<file path="config.mk">
export PLATFORM = sky130hd
export DESIGN_NAME = noc_perf_top
export DESIGN_NICKNAME = d
export VERILOG_FILES = /design/src/rtl/noc_perf_pkg.sv /design/src/rtl/noc_perf_top.sv /design/src/rtl/noc_perf_client_node.sv /design/src/rtl/noc_perf_link_buffer.sv /design/src/rtl/noc_perf_master_node.sv
export VERILOG_INCLUDE_DIRS = /design/src /design/src/rtl
export SDC_FILE = /design/constraint.sdc
export NUM_CORES = 1
export LEC_CHECK = 0
export BUFFER_PORTS_ARGS = -buffer_cell sky130_fd_sc_hd__buf_2
export CAP_MARGIN = 15
export CORE_ASPECT_RATIO = 0.6
export CORE_MARGIN = 5
export CORE_UTILIZATION = 35
export DETAILED_ROUTE_END_ITERATION = 16
export MAX_ROUTING_LAYER = met4
export PLACE_DENSITY_LB_ADDON = 0.12
export SLEW_MARGIN = 20
export SYNTH_ARGS = -nofsm -noshare
export SYNTH_HDL_FRONTEND = slang
export SYNTH_SLANG_ARGS = --single-unit
export TNS_END_PERCENT = 50
</file>
<file path="constraint.sdc">
create_clock -name link_clk_i -period 12.6 [get_ports link_clk_i]
set_clock_uncertainty 0.1 [all_clocks]
set_input_delay 0 -clock link_clk_i [delete_from_list [all_inputs] [get_ports link_clk_i]]
set_output_delay 0 -clock link_clk_i [all_outputs]
set_load 0.02 [all_outputs]
</file>
<file path="src/rtl/noc_perf_settings.svh">
/*
  Build-time settings for the link performance test: link and stamp widths,
  warm-up and total flit counts, and link buffer depth.
*/
`ifndef NOC_PERF_SETTINGS_SVH
`define NOC_PERF_SETTINGS_SVH

// flit data width on the link.
`define NOC_PERF_LINK_WIDTH 32

// timestamp field in the low half of each flit.
`define NOC_PERF_STAMP_WIDTH 16

// flits received before delay is summed.
`define NOC_PERF_WARMUP_COUNT 8

// flits sent by the master and awaited by the client.
`define NOC_PERF_TOTAL_COUNT 64

// entries in the link buffer.
`define NOC_PERF_BUFFER_DEPTH 2

`endif
</file>
<file path="src/rtl/noc_perf_pkg.sv">
/*
  Shared types: the ready/valid link bundle, the flit word with its
  sequence/stamp view, and the client result record.
*/
`include "noc_perf_settings.svh"

package noc_perf_pkg;

  // one bundle per direction; the receiver only drives ready_and_rev.
  typedef struct packed {
    logic                            valid;
    logic                            ready_and_rev;
    logic [`NOC_PERF_LINK_WIDTH-1:0] data;
  } noc_link_sif_s;

  // decoded view of a flit word. seq sits in the upper half.
  typedef struct packed {
    logic [`NOC_PERF_LINK_WIDTH-`NOC_PERF_STAMP_WIDTH-1:0] seq;
    logic [`NOC_PERF_STAMP_WIDTH-1:0]                      stamp;
  } noc_flit_fields_s;

  // the same word seen either raw or as seq and stamp.
  typedef union packed {
    logic [`NOC_PERF_LINK_WIDTH-1:0] raw;
    noc_flit_fields_s                fields;
  } noc_flit_u;

  typedef struct packed {
    logic [31:0] received;     // flits counted up to done.
    logic [31:0] total_delay;  // delay summed after warm-up.
    logic [31:0] finish_time;  // client cycle count at done.
    logic        seq_error;    // sticky.
  } noc_perf_result_s;

endpackage

</file>
<file path="src/rtl/noc_perf_top.sv">
/*
  Top level of the link performance test: master node, link buffer
  and client node joined by ready/valid links.
*/
`timescale 1ns/1ps

module noc_perf_top
  import noc_perf_pkg::*;
  (
    input  logic             link_clk_i,
    input  logic             link_reset_i,
    input  logic [7:0]       inject_rate_i,
    input  logic             client_stall_i,
    output logic             done_o,
    output noc_perf_result_s result_o
  );

  noc_link_sif_s master_link_lo;  // valid and data from master to buffer.
  noc_link_sif_s master_link_li;  // ready from buffer to master.
  noc_link_sif_s client_link_li;  // valid and data from buffer to client.
  noc_link_sif_s client_link_lo;  // ready from client to buffer.

  noc_perf_master_node master_node (
    .link_clk_i    (link_clk_i),
    .link_reset_i  (link_reset_i),
    .inject_rate_i (inject_rate_i),
    .link_o        (master_link_lo),
    .link_i        (master_link_li)
  );

  noc_perf_link_buffer link_buffer (
    .link_clk_i   (link_clk_i),
    .link_reset_i (link_reset_i),
    .enq_link_i   (master_link_lo),
    .enq_link_o   (master_link_li),
    .deq_link_o   (client_link_li),
    .deq_link_i   (client_link_lo)
  );

  noc_perf_client_node client_node (
    .link_clk_i   (link_clk_i),
    .link_reset_i (link_reset_i),
    .stall_i      (client_stall_i),
    .link_i       (client_link_li),
    .link_o       (client_link_lo),
    .link_done_o  (done_o),
    .result_o     (result_o)
  );

endmodule

</file>
<file path="src/rtl/noc_perf_client_node.sv">
/*
  Measuring sink: counts received flits, sums per-flit delay after warm-up,
  checks sequence order and latches the result record at done.
*/
`timescale 1ns/1ps
`include "noc_perf_settings.svh"

module noc_perf_client_node
  import noc_perf_pkg::*;
  (
    input  logic             link_clk_i,
    input  logic             link_reset_i,
    input  logic             stall_i,
    input  noc_link_sif_s    link_i,
    output noc_link_sif_s    link_o,
    output logic             link_done_o,
    output noc_perf_result_s result_o
  );

  localparam int SEQ_W = `NOC_PERF_LINK_WIDTH - `NOC_PERF_STAMP_WIDTH;
  localparam int STAMP_W = `NOC_PERF_STAMP_WIDTH;
  localparam logic [31:0] WARMUP = 32'(`NOC_PERF_WARMUP_COUNT);
  localparam logic [31:0] TOTAL = 32'(`NOC_PERF_TOTAL_COUNT);

  logic [31:0]        cycle_r;
  logic [31:0]        received_r;
  logic [31:0]        total_delay_r;
  logic [31:0]        finish_r;
  logic [SEQ_W-1:0]   expected_r;
  logic               seq_error_r;
  logic               done_r;
  noc_flit_u          flit;
  logic               ready;
  logic               xfer;
  logic [STAMP_W-1:0] delay;

  assign ready = ~stall_i;
  assign xfer  = link_i.valid & ready;

  assign flit.raw = link_i.data;

  // the 16-bit subtraction wraps, so a stamp that wrapped still gives the right delay.
  assign delay = cycle_r[STAMP_W-1:0] - flit.fields.stamp;

  always_ff @(posedge link_clk_i)
  begin
    if (link_reset_i)
    begin
      cycle_r       <= '0;
      received_r    <= '0;
      total_delay_r <= '0;
      finish_r      <= '0;
      expected_r    <= '0;
      seq_error_r   <= 1'b0;
      done_r        <= 1'b0;
    end
    else
    begin
      cycle_r <= cycle_r + 32'd1;
      // after done, flits are still taken but no longer counted.
      if (xfer && !done_r)
      begin
        received_r <= received_r + 32'd1;
        expected_r <= expected_r + SEQ_W'(1);
        if (received_r >= WARMUP)
          total_delay_r <= total_delay_r + 32'(delay);
        if (flit.fields.seq != expected_r)
          seq_error_r <= 1'b1;
        if (received_r + 32'd1 == TOTAL)
        begin
          done_r   <= 1'b1;
          finish_r <= cycle_r; // cycle of the final transfer.
        end
      end
    end
  end

  assign link_o.ready_and_rev = ready;
  assign link_o.valid         = 1'b0;
  assign link_o.data          = '0;

  assign link_done_o = done_r;

  assign result_o.received    = received_r;
  assign result_o.total_delay = total_delay_r;
  assign result_o.finish_time = finish_r;
  assign result_o.seq_error   = seq_error_r;

endmodule

</file>
<file path="src/rtl/noc_perf_link_buffer.sv">
/*
  Two-entry ready/valid link buffer between master and client.
  Keeps order and accepts at full rate while draining.
*/
`timescale 1ns/1ps
`include "noc_perf_settings.svh"

module noc_perf_link_buffer
  import noc_perf_pkg::*;
  (
    input  logic          link_clk_i,
    input  logic          link_reset_i,
    input  noc_link_sif_s enq_link_i,
    output noc_link_sif_s enq_link_o,
    output noc_link_sif_s deq_link_o,
    input  noc_link_sif_s deq_link_i
  );

  localparam int DEPTH = `NOC_PERF_BUFFER_DEPTH;
  localparam int PTR_W = (DEPTH > 1) ? $clog2(DEPTH) : 1;
  localparam int CNT_W = $clog2(DEPTH + 1);

  logic [`NOC_PERF_LINK_WIDTH-1:0] mem_r [DEPTH];
  logic [PTR_W-1:0]                wr_ptr_r;
  logic [PTR_W-1:0]                rd_ptr_r;
  logic [CNT_W-1:0]                count_r;
  logic                            full;
  logic                            empty;
  logic                            enq;
  logic                            deq;

  // pointer increment with wrap at the last entry.
  function automatic logic [PTR_W-1:0] ptr_next(input logic [PTR_W-1:0] ptr);
    if (ptr == PTR_W'(DEPTH - 1))
      return '0;
    return ptr + PTR_W'(1);
  endfunction

  assign full  = (count_r == CNT_W'(DEPTH));
  assign empty = (count_r == '0);
  assign enq   = enq_link_i.valid & ~full;
  assign deq   = ~empty & deq_link_i.ready_and_rev;

  always_ff @(posedge link_clk_i)
  begin
    if (link_reset_i)
    begin
      wr_ptr_r <= '0;
      rd_ptr_r <= '0;
      count_r  <= '0;
    end
    else
    begin
      if (enq)
        wr_ptr_r <= ptr_next(wr_ptr_r);
      if (deq)
        rd_ptr_r <= ptr_next(rd_ptr_r);
      if (enq && !deq)
        count_r <= count_r + CNT_W'(1);
      else if (deq && !enq)
        count_r <= count_r - CNT_W'(1);
    end
  end

  always_ff @(posedge link_clk_i)
  begin
    if (enq)
      mem_r[wr_ptr_r] <= enq_link_i.data;
  end

  // ready depends on occupancy only, never on the incoming valid.
  assign enq_link_o.ready_and_rev = ~full;
  assign enq_link_o.valid         = 1'b0;
  assign enq_link_o.data          = '0;

  assign deq_link_o.valid         = ~empty;
  assign deq_link_o.data          = mem_r[rd_ptr_r];
  assign deq_link_o.ready_and_rev = 1'b0;

endmodule

</file>
<file path="src/rtl/noc_perf_master_node.sv">
/*
  Traffic source: injects numbered, time-stamped flits at a rate set by
  an 8-bit threshold against an xorshift random byte.
*/
`timescale 1ns/1ps
`include "noc_perf_settings.svh"

module noc_perf_master_node
  import noc_perf_pkg::*;
  (
    input  logic          link_clk_i,
    input  logic          link_reset_i,
    input  logic [7:0]    inject_rate_i,
    output noc_link_sif_s link_o,
    input  noc_link_sif_s link_i
  );

  localparam int SEQ_W = `NOC_PERF_LINK_WIDTH - `NOC_PERF_STAMP_WIDTH;
  localparam logic [31:0] TOTAL = 32'(`NOC_PERF_TOTAL_COUNT);
  localparam logic [31:0] SEED = 32'h1d87_2b41;

  logic [31:0] cycle_r;
  logic [31:0] rand_r;
  logic [31:0] sent_r;
  logic        valid_r;
  noc_flit_u   flit_r;
  noc_flit_u   flit_next;
  logic        slot_free;
  logic        load;

  // one xorshift32 step.
  function automatic logic [31:0] xorshift32(input logic [31:0] x);
    logic [31:0] y;
    y = x ^ (x << 13);
    y = y ^ (y >> 17);
    y = y ^ (y << 5);
    return y;
  endfunction

  // the output register can take a new flit when empty or draining this edge.
  assign slot_free = ~valid_r | link_i.ready_and_rev;
  assign load      = slot_free && (sent_r < TOTAL) && (rand_r[7:0] < inject_rate_i);

  always_comb
  begin
    flit_next.fields.seq   = sent_r[SEQ_W-1:0];
    // stamped with the cycle in which the flit first shows as valid.
    flit_next.fields.stamp = 16'(cycle_r + 32'd1);
  end

  always_ff @(posedge link_clk_i)
  begin
    if (link_reset_i)
    begin
      cycle_r <= '0;
      rand_r  <= SEED;
      sent_r  <= '0;
      valid_r <= 1'b0;
    end
    else
    begin
      cycle_r <= cycle_r + 32'd1;
      rand_r  <= xorshift32(rand_r);
      if (load)
      begin
        valid_r <= 1'b1;
        sent_r  <= sent_r + 32'd1;
      end
      else if (link_i.ready_and_rev)
        valid_r <= 1'b0; // last flit left and nothing new is offered.
    end
  end

  // payload register holds under back-pressure.
  always_ff @(posedge link_clk_i)
  begin
    if (load)
      flit_r <= flit_next;
  end

  assign link_o.valid         = valid_r;
  assign link_o.data          = flit_r.raw;
  assign link_o.ready_and_rev = 1'b0;

endmodule

</file>
Word level (Yosys, flattened, before mapping)
Memories as Yosys holds them, arrays and structs flattened. A register that Yosys moved wholly into a read port is not among the register bits.
Cells that the tools add are included.
- flip-flop bits (word level): 279
- memory bits (writable): 64
- input bits: 11
- output and inout bits: 98
- word-level logic and storage cells: 75
- memories: 1
- add/sub/neg operators: 11
- $lt $le $gt $ge: 3
- equality and inequality tests: 4
- multiplexer cells: 18
- bitwise operators: 10
- reduce and logical (&&, ||, !) cells: 13
- memory list (name ; words ; bits a word ; rd ports ; clocked after memory_dff ; wr ports ; line ; source):
    link_buffer.mem_r ; 2 ; 32 ; 1 ; 1 ; 1 ; noc_perf_link_buffer.sv:23 ; logic [`NOC_PERF_LINK_WIDTH-1:0] mem_r [DEPTH];
- operators by type and width (kind ; number):
    $add A32 B1 Y32 const B ; 4
    $xor A32 B32 Y32 ; 2
    $add A32 B16 Y32 ; 1
    $eq A32 B7 Y1 const B ; 1
    $ge A32 B4 Y1 const B ; 1
    $lt A32 B7 Y1 const B ; 1
    $xor A32 B15 Y32 ; 1
    $add A16 B1 Y16 const B ; 1
    $mux W1 ; 16
    $ne A16 B16 Y1 ; 1
    $sub A16 B16 Y16 ; 1
    $lt A8 B8 Y1 ; 1
    $reduce_and A2 Y1 ; 3
    $logic_and A1 B1 Y1 ; 5
    $mux W2 ; 2
    $not A1 Y1 ; 4
    $logic_not A1 Y1 ; 3
    $add A1 B1 Y1 const B ; 2
    $add A2 B1 Y2 const B ; 1
    $and A1 B1 Y1 ; 2
    $eq A2 B2 Y1 const B ; 1
    $logic_not A2 Y1 ; 1
    $ne A2 B2 Y1 const B ; 1
    $reduce_bool A2 Y1 ; 1
    other kinds (2) ; 2

Longest topological paths before layout
- depth in word-level cells: 8
- gate-level depth with buffers: 22
- depth with buffers taken out: 20

Hierarchy
From an unflattened synthesis, not the netlist that was laid out.
- cell total of the unflattened synthesis: 1631
- area total of the unflattened synthesis: 16168.0 um^2
- modules (own cells, without submodules) (module ; times used ; cells an instance ; area an instance (um^2)):
    noc_perf_client_node ; 1 ; 1104 ; 9062.4
    noc_perf_master_node ; 1 ; 368 ; 4321.6
    noc_perf_link_buffer ; 1 ; 159 ; 2783.9

Worst setup path before layout
No wires, ideal clock.
- kind: flip-flop to flip-flop
- start: register with a tool-made name
- end: register client_node.total_delay_r[17]
- library setup time: 128 ps
- arrival time: 4960 ps
- slack: 7413 ps
- cell stages (with the launch flop): 22
- period minus slack after synthesis: 5187 ps
- cell sequence: dfxtp_1 -> clkbuf_1 -> clkbuf_1 -> buf_1 -> mux2i_1 -> fa_1 -> a21o_1 -> a21oi_1 -> o21ai_0 -> o41ai_1 -> nand4b_1 -> a41oi_1 -> xor2_1 -> ha_1 -> a21oi_1 -> nor2b_1 -> o21ai_0 -> nand2b_1 -> a21oi_1 -> a311oi_1 -> xnor2_1 -> nor2_1
- RTL lines (element ; line ; source):
    to (signal assigned) ; noc_perf_client_node.sv:66 ; total_delay_r <= total_delay_r + 32'(delay);
    to (decl) ; noc_perf_client_node.sv:27 ; logic [31:0] total_delay_r;

==> summary.txt <==
CTS
  – H-tree levels: 2
  – CTS buffer count: 36
  – Sink Count: 328
  – CTS resizes: 0
  – Clk pin slew, worst setup/hold paths: 0.06 ns
  – Clk buf depth: 3
  – CTS tree: yes
  – Clk root buf: clkbuf_16
  – Clock Latency Late Sink: 0.52 ns

STA
  – Slew headroom: 0.2681
  – Final Critical Period: 5.656 ns
  – Final hold vios: 1
  – RSZ-0062 raised after global routing: false
  – Fin. max-slew vios: 0
  – Hold WS: -0.001395 ns
  – FMAX: 0.1768 GHz
  – Least-Margin Pin Slew: 1.098 ns
  – TNS Setup: 0 ns
  – Final WS setup: 6.944 ns
  – Final setup viols: 0
  – Final worst-path cycle share: 0.4489

Detailed routing
  – Final WL: 35,610 um
  – Met2 WL: 14,050 um
  – Wl on met1: 19,720 um
  – DRC: 0
  – DR vias/cell: 4.908
  – DR iter-0 viols: 496
  – Via count: 10.56k
  – Pre-antenna DRT Iters: 5
  – Routed WL per cell: 16.55 um
  – Max layer used: met4
  – Detail Route Antenna Nets: 0
  – Met3 wire len: 1397 um

Placed design
  – Dpl ws: 6.927 ns
  – Dpl cell area: 0.01591 mm^2
  – Port bufs: 108
  – Cells after DPL: 2,086
  – GPL Wtd Cong: 0.8057
  – DP HPWL: 24,500 um

Worst setup path
  – Worst EP arrival: 5.94 ns
  – WS Path Type: flop to flop
  – CP endpoint kind: flop
  – Crit-path max FO: 32
  – R2R setup slack: 6.94 ns
  – Critical path required time: 12.89 ns
  – Startpoint Class: flop

Global routing
  – Number of global-route vias before repair: 9,967
  – GRT overflow: 0
  – Total GRT Usage: 0.1538
  – Global-route wire length before repair: 57,340 um
  – Largest net degree at the start of global routing: 107
  – Initial antenna violation count: 0

Layout
  – Synthesis-to-layout area growth: 14.93%
  – Final instance area: 0.01709 mm^2
  – Share of layout cells above drive strength 1: 0.1245
  – Antenna diode count: 0
  – Non-Filler Instances: 2,152
  – Layout Nets: 1,617

Power and ir drop
  – Power Dens Cells: 192.8 mW/mm^2
  – Maximum VDD drop: 0.00009413 V
  – Lkg Pwr: 6.421 nW

Synth
  – Most instantiated cells after synthesis: dfxtp_1, nor2_1, xnor2_1
  – Seq/Total Area, Yosys: 0.5063
  – Synth Net Count: 1,535
  – Ys flop type: dfxtp_1
  – EDFF count, synth: 96
  – Top cells by area, synth: dfxtp_1, edfxtp_1, xnor2_1
  – Synthesis-stage register bit count: 328
  – Post-synth top area share: 0.3124
  – Ys Warns: 0
  – Mapped cell area: 0.01487 mm^2
  – Cells after Synth: 1,473
  – Synth unique cells: 61
  – Yosys top cell by area: dfxtp_1
  – Syn Area/Cell: 10.09 um^2
  – Most common cell in the netlist: dfxtp_1
  – Fraction of registers with async set/reset: 0

Floorplan
  – FP Rows: 58
  – Die height: 169.7 um
  – Initial Util: 0.3545
  – # IOs: 109
  – Die area: 0.04684 mm^2
  – Die width: 276.1 um
  – CORE AREA: 0.04195 mm^2

Run
  – Maxcap violations: 0

Run status
  – Status: finished, violations left
  – Failing checks: hold timing

Min path
  – Worst min-delay path class: input pin to flop
worst max-delay path, cell delays in order, from the launching register on:
cell	delay [ns]
dfxtp_2	1.00
mux2_2	0.31
ha_1	0.16
inv_1	0.06
fa_1	0.39
a21o_1	0.18
a21oi_1	0.21
o21ai_0	0.16
o41ai_1	0.58
nand4b_1	0.20
a41oi_1	0.16
xor2_1	0.23
ha_1	0.26
a21oi_1	0.22
nor2b_1	0.07
o21ai_0	0.17
nand2b_1	0.11
a21oi_1	0.48
a311oi_1	0.20
xnor2_1	0.19
nor2_1	0.05
kinds of logic after synthesis:
logic type / Yosys count / share of synthesized area
and+or+nand+nor: 535 / 0.1828
DFF: 328 / 0.5063
xor gates and xnor gates: 213 / 0.1255
AOI/OAI and AO/OA: 206 / 0.08836
buffers and inverters: 105 / 0.02954
adders and majority gates: 51 / 0.04393
muxes: 35 / 0.02365
per-layer routing:
layer / track usage / vias to the layer above
met5: - / -
met3: 0.02557 / 37
met1: 0.2398 / 4968
li1: - / 5389
met4: 0.02886 / 0
met2: 0.2084 / 168
registers in the layout, indices dropped and copies added (netlist names), 32 cells and up, named ones only:
register                   count
client_node.cycle_r           32
link_buffer.mem_r             64
master_node.sent_r            32
master_node.flit_r            32
master_node.rand_r            32
client_node.finish_r          32
client_node.total_delay_r     32
client_node.received_r        32
metrics by stage:
step           total power, W    util
6_report             0.003295  0.4074
5_1_grt              0.003504  0.4074
4_1_cts              0.003353  0.4074
3_5_place_dp         0.002287  0.3793
3_3_place_gp         0.002275  0.3792
2_1_floorplan        0.002086       -
power breakdown:
part	leakage, nW	internal, W	total, W	switching, W
Sequential	2.82	0.00132	0.00142	0.000109
Combinational	3.05	0.000367	0.000824	0.000456
Clock	0.550	0.000609	0.00105	0.000438
Total	6.42	0.00229	0.00330	0.00100
final timing paths:
| check | start | end | depth (start not counted) |
|---|---|---|---|
| worst max-delay path | flop | client_node.total_delay_r[23] | 20 |
| worst min-delay path | client_stall_i | link_buffer.rd_ptr_r | 4 |
| worst max register to register | flop | client_node.total_delay_r[23] | 20 |
| worst min register to register | master_node.flit_r[8] | link_buffer.mem_r[1][8] | 0 |
placed cells by master, fill, tap and decap left out, types with 37 or more instances in the layout:
cell	count
nor2_1	154
ha_1	49
buf_2	107
clkbuf_16	37
edfxtp_1	96
nand3_1	51
xnor2_1	128
nand2_1	91
nand4_1	68
xor2_1	85
dfxtp_1	231
a21oi_1	80
area by class of cell:
type	instances	area (um^2)
clock inverter	16	158.9
fill	4189	24860
clock buffer	49	1011
sequential	328	7528
multi-input combinational	1040	6924
inverter	28	105.1
tap	570	713.2
timing repair buffer	121	646.9
timing repair:
| action | in CTS | in global routing |
|---|---|---|
| endpoints found under the hold margin | 93 | 0 |
| hold buffers | 1 | 0 |
| setup buffers | 0 | 0 |
Note: power is estimated with default switching activity, not from simulation.
